==> config.mk <==
export PLATFORM = sky130hd
export DESIGN_NAME = br_recovery_top
export DESIGN_NICKNAME = d
export VERILOG_FILES = /design/src/branch_pkg.sv /design/src/rename_pkg.sv /design/src/br_mask_ctrl.sv /design/src/br_recovery_top.sv /design/src/br_stack_ent.sv /design/src/free_list_head.sv /design/src/map_table.sv
export SDC_FILE = /design/constraint.sdc
export NUM_CORES = 2
export LEC_CHECK = 0
export BUFFER_PORTS_ARGS = -buffer_cell sky130_fd_sc_hd__buf_2
export CAP_MARGIN = 20
export CORE_ASPECT_RATIO = 1.2
export CORE_MARGIN = 2
export CORE_UTILIZATION = 35
export DETAILED_ROUTE_END_ITERATION = 6
export GPL_ROUTABILITY_DRIVEN = 0
export PLACE_DENSITY = 0.45
export SLEW_MARGIN = 20
export SYNTH_ARGS = -nofsm -noshare
export SYNTH_HDL_FRONTEND = slang
export SYNTH_SLANG_ARGS = --single-unit
==> constraint.sdc <==
create_clock -name clk -period 9.6 [get_ports clk]
set_input_delay 1.92 -clock clk [delete_from_list [all_inputs] [get_ports clk]]
set_output_delay 1.92 -clock clk [all_outputs]
set_load 0.02 [all_outputs]
==> src/branch_pkg.sv <==
// Branch tracking types for the mask controller and the recovery FSM.
`default_nettype none

package branch_pkg;

	// Largest supported number of branches in flight.
	// Modules take NUM_BR from 2 up to this value.
	localparam int BR_MAX = 4;

	// Recovery FSM states.
	// BR_RECOVER lasts one cycle after a wrong resolve.
	typedef enum logic {
		BR_IDLE,
		BR_RECOVER
	} br_state_t;

	// One branch resolution from the execute side.
	// Tag is one-hot on the branch's mask bit.
	// Bits at and above NUM_BR must stay 0.
	typedef struct packed {
		logic              valid;
		logic              correct;
		logic [BR_MAX-1:0] tag;
	} br_resolve_t;

endpackage

`default_nettype wire

==> src/rename_pkg.sv <==
// Rename data types shared by the map table, the free-list counter and the
// branch stack entries.
`default_nettype none

package rename_pkg;

	// Number of architectural registers.
	localparam int NUM_ARCH = 32;

	// First tag of the free ring.
	// The ring holds tags 32 to 63 and hands them out in order.
	localparam logic [6:0] FL_BASE = 7'd32;

	// Architectural register index.
	typedef logic [4:0] arch_reg_t;

	// Physical register tag.
	typedef logic [6:0] phys_tag_t;

	// Free-list head position.
	// It wraps at 32, the size of the ring.
	typedef logic [4:0] fl_ptr_t;

	// Full rename state at one point in time.
	// Taken by each stack entry when its branch is dispatched.
	// Loaded back into the map table and the counter on a mispredict.
	// Map field is 32 x 7 = 224 bits, head adds 5, 229 in total.
	typedef struct packed {
		phys_tag_t [NUM_ARCH-1:0] map;
		fl_ptr_t                  head;
	} map_snapshot_t;

endpackage

`default_nettype wire

==> src/br_mask_ctrl.sv <==
// Branch mask controller.
// Hands out mask bits, clears them on resolve and runs the one-cycle recovery FSM.
`timescale 1ns/100ps
`default_nettype none

module br_mask_ctrl #(
	parameter int NUM_BR = 4
) (
	input  wire logic                          clk,
	input  wire logic                          rst,
	input  wire logic                          disp_i,
	input  wire branch_pkg::br_resolve_t       resolve_i,
	input  wire logic [NUM_BR-1:0][NUM_BR-1:0] rc_masks_i,
	output logic [NUM_BR-1:0]                  mask_o,
	output logic [NUM_BR-1:0]                  next_mask_o,
	output logic [NUM_BR-1:0]                  alloc_o,
	output logic                               restore_o,
	output logic [NUM_BR-1:0]                  restore_sel_o,
	output logic                               stall_o
);

	import branch_pkg::*;

	br_state_t state_q;
	br_state_t state_d;

	// Live mask and its next value.
	logic [NUM_BR-1:0] mask_q;
	logic [NUM_BR-1:0] mask_d;

	// Resolve decode.
	logic [NUM_BR-1:0] res_tag;
	logic              res_ok;
	logic              res_bad;

	// Mask after a correct clear, and the saved mask of the resolving branch.
	logic [NUM_BR-1:0] cleared;
	logic [NUM_BR-1:0] saved_mask;

	assign res_tag = resolve_i.tag[NUM_BR-1:0];
	assign res_ok  = resolve_i.valid && resolve_i.correct;
	assign res_bad = resolve_i.valid && !resolve_i.correct;

	// A correct resolve frees its bit in the same cycle.
	// A dispatch alongside it may take that bit.
	assign cleared = res_ok ? (mask_q & ~res_tag) : mask_q;

	// Lowest 0 bit of the cleared mask.
	// Comes out as 0 when the mask is full.
	assign alloc_o = ~cleared & (cleared + 1'b1);

	// One-hot pick of the saved mask.
	always_comb begin
		saved_mask = '0;
		for (int i = 0; i < NUM_BR; i++) begin
			if (res_tag[i]) begin
				saved_mask = saved_mask | rc_masks_i[i];
			end
		end
	end

	// Next mask and FSM state.
	// Mispredict drops the branch's own bit from its saved mask.
	// Younger branches were never in that mask, so they go too.
	always_comb begin
		mask_d  = cleared;
		state_d = BR_IDLE;
		if (res_bad) begin
			mask_d  = saved_mask & ~res_tag;
			state_d = BR_RECOVER;
		end else if (disp_i) begin
			mask_d = cleared | alloc_o;
		end
	end

	always_ff @(posedge clk) begin
		if (rst) begin
			mask_q  <= '0;
			state_q <= BR_IDLE;
		end else begin
			mask_q  <= mask_d;
			state_q <= state_d;
		end
	end

	assign mask_o      = mask_q;
	assign next_mask_o = mask_d;

	// Restore pulse and entry select, both in the resolve-wrong cycle.
	assign restore_o     = res_bad;
	assign restore_sel_o = res_tag;

	// Full mask or recovery bubble.
	assign stall_o = (&mask_q) || (state_q == BR_RECOVER);

	// Resolves must name exactly one pending branch.
	assert property (@(posedge clk) disable iff (rst)
		resolve_i.valid |-> $onehot(resolve_i.tag)
			&& ((resolve_i.tag & BR_MAX'(mask_q)) != '0))
		else $error("br_mask_ctrl: resolve tag not one-hot or not pending");

	// With stall up the top blocks dispatch, so only a resolve moves the mask.
	assert property (@(posedge clk) disable iff (rst)
		(stall_o && !resolve_i.valid) |=> $stable(mask_q))
		else $error("br_mask_ctrl: mask changed while stalled");

endmodule

`default_nettype wire

==> src/br_recovery_top.sv <==
// Branch recovery top level.
// Ties the mask controller and the stack entries to the map table and head counter.
`timescale 1ns/100ps
`default_nettype none

module br_recovery_top #(
	parameter int NUM_BR = 4
) (
	input  wire logic                    clk,
	input  wire logic                    rst,
	input  wire logic                    rn_valid_i,
	input  wire rename_pkg::arch_reg_t   rn_arch_i,
	input  wire rename_pkg::arch_reg_t   lk_arch_i,
	input  wire logic                    br_disp_i,
	input  wire branch_pkg::br_resolve_t br_resolve_i,
	output rename_pkg::phys_tag_t        rn_tag_o,
	output rename_pkg::phys_tag_t        lk_tag_o,
	output logic [NUM_BR-1:0]            br_tag_o,
	output logic [NUM_BR-1:0]            br_mask_o,
	output logic                         stall_o
);

	import rename_pkg::*;

	// Mask controller outputs.
	logic [NUM_BR-1:0] mask;
	logic [NUM_BR-1:0] next_mask;
	logic [NUM_BR-1:0] restore_sel;
	logic              restore;

	// Per-entry saved state.
	logic [NUM_BR-1:0][NUM_BR-1:0] rc_masks;
	map_snapshot_t [NUM_BR-1:0]    rc_snaps;

	// Next-state snapshot and the one picked for restore.
	map_snapshot_t mt_next;
	map_snapshot_t next_snap;
	map_snapshot_t restore_snap;
	fl_ptr_t       fl_next_head;

	// Gated requests.
	logic rn_ok;
	logic disp_ok;

	// Nothing renames or dispatches while stalled or restoring.
	assign rn_ok   = rn_valid_i && !stall_o && !restore;
	assign disp_ok = br_disp_i && !stall_o && !restore;

	br_mask_ctrl #(.NUM_BR(NUM_BR)) br_mask_ctrl_i (
		.clk           (clk),
		.rst           (rst),
		.disp_i        (disp_ok),
		.resolve_i     (br_resolve_i),
		.rc_masks_i    (rc_masks),
		.mask_o        (mask),
		.next_mask_o   (next_mask),
		.alloc_o       (br_tag_o),
		.restore_o     (restore),
		.restore_sel_o (restore_sel),
		.stall_o       (stall_o)
	);

	// Map from the table, head from the counter.
	assign next_snap.map  = mt_next.map;
	assign next_snap.head = fl_next_head;

	for (genvar g = 0; g < NUM_BR; g++) begin : g_ent
		br_stack_ent #(.NUM_BR(NUM_BR)) br_stack_ent_i (
			.clk        (clk),
			.rst        (rst),
			.mask_bit_i (mask[g]),
			.bak_i      (next_snap),
			.mask_bak_i (next_mask),
			.rc_o       (rc_snaps[g]),
			.rc_mask_o  (rc_masks[g])
		);
	end

	// One-hot mux over the entries.
	always_comb begin
		restore_snap = '0;
		for (int i = 0; i < NUM_BR; i++) begin
			if (restore_sel[i]) begin
				restore_snap = map_snapshot_t'(restore_snap | rc_snaps[i]);
			end
		end
	end

	map_table map_table_i (
		.clk           (clk),
		.rst           (rst),
		.wr_en_i       (rn_ok),
		.wr_arch_i     (rn_arch_i),
		.wr_tag_i      (rn_tag_o),
		.rd_arch_i     (lk_arch_i),
		.rd_tag_o      (lk_tag_o),
		.restore_i     (restore),
		.restore_map_i (restore_snap),
		.next_map_o    (mt_next)
	);

	free_list_head free_list_head_i (
		.clk            (clk),
		.rst            (rst),
		.alloc_i        (rn_ok),
		.restore_i      (restore),
		.restore_head_i (restore_snap.head),
		.tag_o          (rn_tag_o),
		.next_head_o    (fl_next_head)
	);

	assign br_mask_o = mask;

endmodule

`default_nettype wire

==> src/br_stack_ent.sv <==
// One branch checkpoint slot.
// Follows the next-state rename data while free, holds it while its branch is pending.
`timescale 1ns/100ps
`default_nettype none

module br_stack_ent #(
	parameter int NUM_BR = 4
) (
	input  wire logic                      clk,
	input  wire logic                      rst,
	input  wire logic                      mask_bit_i,
	input  wire rename_pkg::map_snapshot_t bak_i,
	input  wire logic [NUM_BR-1:0]         mask_bak_i,
	output rename_pkg::map_snapshot_t      rc_o,
	output logic [NUM_BR-1:0]              rc_mask_o
);

	import rename_pkg::*;

	// Saved rename state and saved branch mask.
	map_snapshot_t     snap_q;
	logic [NUM_BR-1:0] mask_q;

	// Free slot tracks every cycle.
	// The edge that sets our bit is the last copy, so it holds the state after dispatch.
	always_ff @(posedge clk) begin
		if (!mask_bit_i) begin
			snap_q <= bak_i;
		end
	end

	// Saved mask, which includes our own bit once frozen.
	always_ff @(posedge clk) begin
		if (rst) begin
			mask_q <= '0;
		end else if (!mask_bit_i) begin
			mask_q <= mask_bak_i;
		end
	end

	assign rc_o      = snap_q;
	assign rc_mask_o = mask_q;

endmodule

`default_nettype wire

==> src/free_list_head.sv <==
// Free-list head counter.
// Wraps over the 32-tag ring and can be reloaded from a branch snapshot.
`timescale 1ns/100ps
`default_nettype none

module free_list_head (
	input  wire logic               clk,
	input  wire logic               rst,
	input  wire logic               alloc_i,
	input  wire logic               restore_i,
	input  wire rename_pkg::fl_ptr_t restore_head_i,
	output rename_pkg::phys_tag_t   tag_o,
	output rename_pkg::fl_ptr_t     next_head_o
);

	import rename_pkg::*;

	// Head now and after this edge.
	fl_ptr_t head_q;
	fl_ptr_t head_d;

	// Restore wins over an allocation.
	// Increment wraps at 32 by the 5-bit width.
	always_comb begin
		head_d = head_q;
		if (restore_i) begin
			head_d = restore_head_i;
		end else if (alloc_i) begin
			head_d = head_q + 1'b1;
		end
	end

	always_ff @(posedge clk) begin
		if (rst) begin
			head_q <= '0;
		end else begin
			head_q <= head_d;
		end
	end

	// Tag for a rename in this cycle.
	// Ring base plus the head.
	assign tag_o = FL_BASE + phys_tag_t'(head_q);

	// Post-edge head, copied by the stack entries.
	assign next_head_o = head_d;

endmodule

`default_nettype wire

==> src/map_table.sv <==
// Architectural-to-physical register map.
// Takes one rename write per cycle and can be reloaded whole from a snapshot.
`timescale 1ns/100ps
`default_nettype none

module map_table (
	input  wire logic                     clk,
	input  wire logic                     rst,
	input  wire logic                     wr_en_i,
	input  wire rename_pkg::arch_reg_t    wr_arch_i,
	input  wire rename_pkg::phys_tag_t    wr_tag_i,
	input  wire rename_pkg::arch_reg_t    rd_arch_i,
	output rename_pkg::phys_tag_t         rd_tag_o,
	input  wire logic                     restore_i,
	input  wire rename_pkg::map_snapshot_t restore_map_i,
	output rename_pkg::map_snapshot_t     next_map_o
);

	import rename_pkg::*;

	// Current map and the map after this edge.
	phys_tag_t [NUM_ARCH-1:0] map_q;
	phys_tag_t [NUM_ARCH-1:0] map_d;

	// Next-state map.
	// A restore overrides any write in the same cycle.
	always_comb begin
		map_d = map_q;
		if (restore_i) begin
			map_d = restore_map_i.map;
		end else if (wr_en_i) begin
			map_d[wr_arch_i] = wr_tag_i;
		end
	end

	// Identity map out of reset.
	// Register r starts out on tag r.
	always_ff @(posedge clk) begin
		if (rst) begin
			for (int i = 0; i < NUM_ARCH; i++) begin
				map_q[i] <= phys_tag_t'(i);
			end
		end else begin
			map_q <= map_d;
		end
	end

	// Lookup reads the registered map.
	// A rename shows up here one cycle later.
	assign rd_tag_o = map_q[rd_arch_i];

	// The stack entries back up the post-edge map.
	assign next_map_o.map = map_d;
	// Head is filled in by the free-list counter at the top.
	assign next_map_o.head = '0;

	// The top must hold renames off during a restore cycle.
	assert property (@(posedge clk) disable iff (rst)
		!(restore_i && wr_en_i))
		else $error("map_table: rename write in a restore cycle");

endmodule

`default_nettype wire

==> reports/results.txt <==
DRC: 0
Max Clock Freq: 153 MHz
Root Buffer: clkbuf_16
First-pass GRT wire length: 211 mm
Fillers: 11919
Largest family of logic cells by synthesized area: compound AO/OA/AOI/OAI gates
Setup-failing EPs final: 0
Mapped Cells: 3038
WS Path Type: input port to primary output
CTS tree: done
Layout cells sized above 1: 13.6%
Mean Syn Cell Area: 15.1 um^2
Drt initial violations: 2603
Area grow syn2layout: 12.5%
Synth area leaders: edfxtp_1, dfxtp_1, a22oi_1, mux4_2, a221oi_1
# nets final: 3006
Fin crit share: 67.9%
Post-CTS setup buffer count: 0
Hold path startpoint: g_ent[0].br_stack_ent_i.rc_mask_o[3]
Core Util, Final: 39.7%
Synth warnings: 0
IO Pins: 43
DR WL/cell: 30.7 um
Reg-to-Reg Start: br_mask_ctrl_i.mask_o[3]
Post-synthesis xor/xnor area fraction: 0.0381%
Final Hold Vio Count: 0
Dominant synthesized flop cell: edfxtp_1
Unrepaired setup endpoints after global routing: false
Clk slew on worst S/H paths: 0.06 ns
P_int: 9.15 mW
Switching Share: 23.5%
Max Transition Viols Final: 0
Hold-fix buffers, CTS: 0
Vias per inst: 6.04
Final min period: 6.52 ns
Synth top area share: 59.9%
P_sw: 2.81 mW
Clock Tree Buf Depth: 3
GRT Total Usage: 21.5%
Post-Synth Adder-Cell Area: 0.0272%
CP Capture Type: primary output
Peak VDD IR: 0.000139 V
Reg2reg end: g_ent[3].br_stack_ent_i.rc_o[168]
Rows: 145
Hold/Removal Path Class: flip-flop to flip-flop
Post-synthesis compound-gate area fraction: 14.9%
Slew at the pin with the worst max-slew slack: 1.11 ns
WHS Endpoint: g_ent[0].br_stack_ent_i.rc_mask_o[3]
Final HPWL from detailed placement: 81.1 mm
Hold Path Depth: 2
FF-to-FF path depth: 4
Die width: 335 um
CP arrival: 4.60 ns
First-pass iteration count of the detailed router: 5
Async S/R FF share, synth: 0%
Mux cell area share after synthesis: 4.81%
CP Max Fanout: 39
Post_cts resized: 0
Core area: 0.130 mm^2
Area share of and/or/nand/nor cells after synthesis: 7.03%
Post-synthesis sequential area ratio: 70.6%
Commonest non-fill, non-tap cell in the layout: edfxtp_1
Status: finished clean
Chip height: 401 um
Max Cap Viol: 0
Initial antenna violation count: 6
Syn nets: 3059
EDFF count, synth: 916
Comb pwr share: 8.2%
Routed Antenna Nets: 0
Clock latency on the worst-skew pair: 0.74 ns
# H-tree levels: 3
Final worst clock skew: 0.0387 ns
Initial Utilization: 35.3%
Synth Register Bits: 1162
Leading area contributor after synthesis: edfxtp_1
Final wirelength: 147 mm
Sequential Power Share: 52.4%
P per Cell Area: 231 mW/mm^2
Static Leak: 18.1 nW
Fin Setup TNS: 0 ns
R2r setup slk: 5.82 ns
Post-Syn Area: 0.0459 mm^2
Most frequent cells in the layout: edfxtp_1, a22oi_1, dfxtp_1
Vias in the first global route: 29074
Power share of the clock group: 39.4%
Largest net degree at the start of global routing: 146
Clock sink count: 1162
CTS buffer count: 117
Global route overflow: 0
Worst EP required: 7.68 ns
Netlist cell types: 73
Die area: 0.134 mm^2
Via Count: 28887
Slew HR: 26.0%
IO buf count: 40
Setup crit start kind: input port
==> state kept, by name, indices dropped and copies added (netlist names) <==
signal	flops
g_ent.br_stack_ent_i.rc_o	916
map_table_i.map_q	224
g_ent.br_stack_ent_i.rc_mask_o	12
free_list_head_i.head_q	5
br_mask_ctrl_i.mask_o	4
br_mask_ctrl_i.state_q	1
==> worst max path at each step <==
stage	start	endpoint	slack, ns
floorplan	br_mask_ctrl_i.mask_o[3]	br_tag_o[3]	2.09
global placement	lk_arch_i[1]	lk_tag_o[4]	2.91
detailed placement	lk_arch_i[1]	lk_tag_o[4]	2.82
CTS	lk_arch_i[1]	lk_tag_o[4]	2.82
global route	lk_arch_i[1]	lk_tag_o[4]	2.71
finish	lk_arch_i[1]	lk_tag_o[4]	3.08
==> per-stage QoR <==
step | cell area (um^2) | std cells | worst slack, ns | power (mW) | hold WS [ns]
3_3_place_gp | 47700 | 4555 | 2.91 | 7.30 | 0.450
2_1_floorplan | 45900 | 3038 | 2.09 | 6.96 | 0.438
5_1_grt | 51700 | 4779 | 2.71 | 12.4 | 0.497
4_1_cts | 51700 | 4778 | 2.82 | 12.1 | 0.473
3_5_place_dp | 47700 | 4555 | 2.82 | 7.36 | 0.464
6_report | 51700 | 4780 | 3.08 | 12.0 | 0.475
==> power by group through the flow <==
stage / Sequential, mW / Clock [mW] / Combinational [mW]
floorplan: 6.31 / 0 / 0.653
global placement: 6.34 / 0 / 0.962
detailed placement: 6.37 / 0 / 0.989
CTS: 6.27 / 4.81 / 0.993
global route: 6.31 / 4.99 / 1.07
finish: 6.27 / 4.71 / 0.982
==> critical path, cell delays in order <==
cell     delay (ns)
buf_4          0.61
buf_4          0.49
mux4_2         0.31
o22ai_1        0.20
nor4_2         0.73
buf_2          0.30
==> cell usage after synthesis, types with 5 or more instances <==
cell      count
o22ai_1      36
buf_2        68
nand4_1      15
o21ai_0      31
inv_1         9
edfxtp_1    916
a32oi_1      36
or2_2        16
buf_4        10
a31oi_1      31
or3_1        37
nor4_1        8
a221oi_1    109
nor2_1       67
mux2i_1      95
mux4_2       56
o41ai_1       8
and3_1       74
a21oi_1     125
o21a_1        6
o311ai_0      8
clkbuf_1    177
a31o_2       27
or2_1         5
a221o_1      40
a22o_1       48
and4_1       18
o221ai_1     11
o31ai_1       9
nor3_1       19
or4_1        23
a22oi_1     297
nand4_4       5
or3b_2        5
nand4_2       5
nand2b_1     12
a311oi_1     18
and2_1       55
nand3b_1      7
nand3_1      74
buf_1        14
dfxtp_1     246
nand2_1      57
a211oi_1     51
==> per-layer routing <==
layer / track usage, % / part of all wire, % / wire [um] / vias to the layer above
li1: - / - / - / 12435
met1: 29.0 / 43 / 62600 / 15273
met2: 35.9 / 49 / 72200 / 986
met3: 2.71 / 5.4 / 7930 / 189
met4: 7.03 / 2.8 / 4080 / 4
met5: 0 / 0.016 / 23 / -
==> logic make-up after synthesis <==
kind of cell    after synthesis
mux                         151
flops                      1162
xor+xnor                      2
buf+inv                     281
simple gates                529
other cells                   2
fa+ha+maj                     1
compound gates              910
==> cell type report <==
class,count,area [um^2],area share (%)
Clock inverter,44,582,1.13
Sequential cell,1162,32400,62.7
Tap cell,1690,2110,4.09
Inverter,10,70.1,0.136
Multi-Input combinational cell,1595,12400,24.0
Antenna cell,1,2.50,0.00484
Timing Repair Buffer,99,736,1.42
Clock buffer,179,3380,6.54
Note: power is estimated with default switching activity, not from simulation.
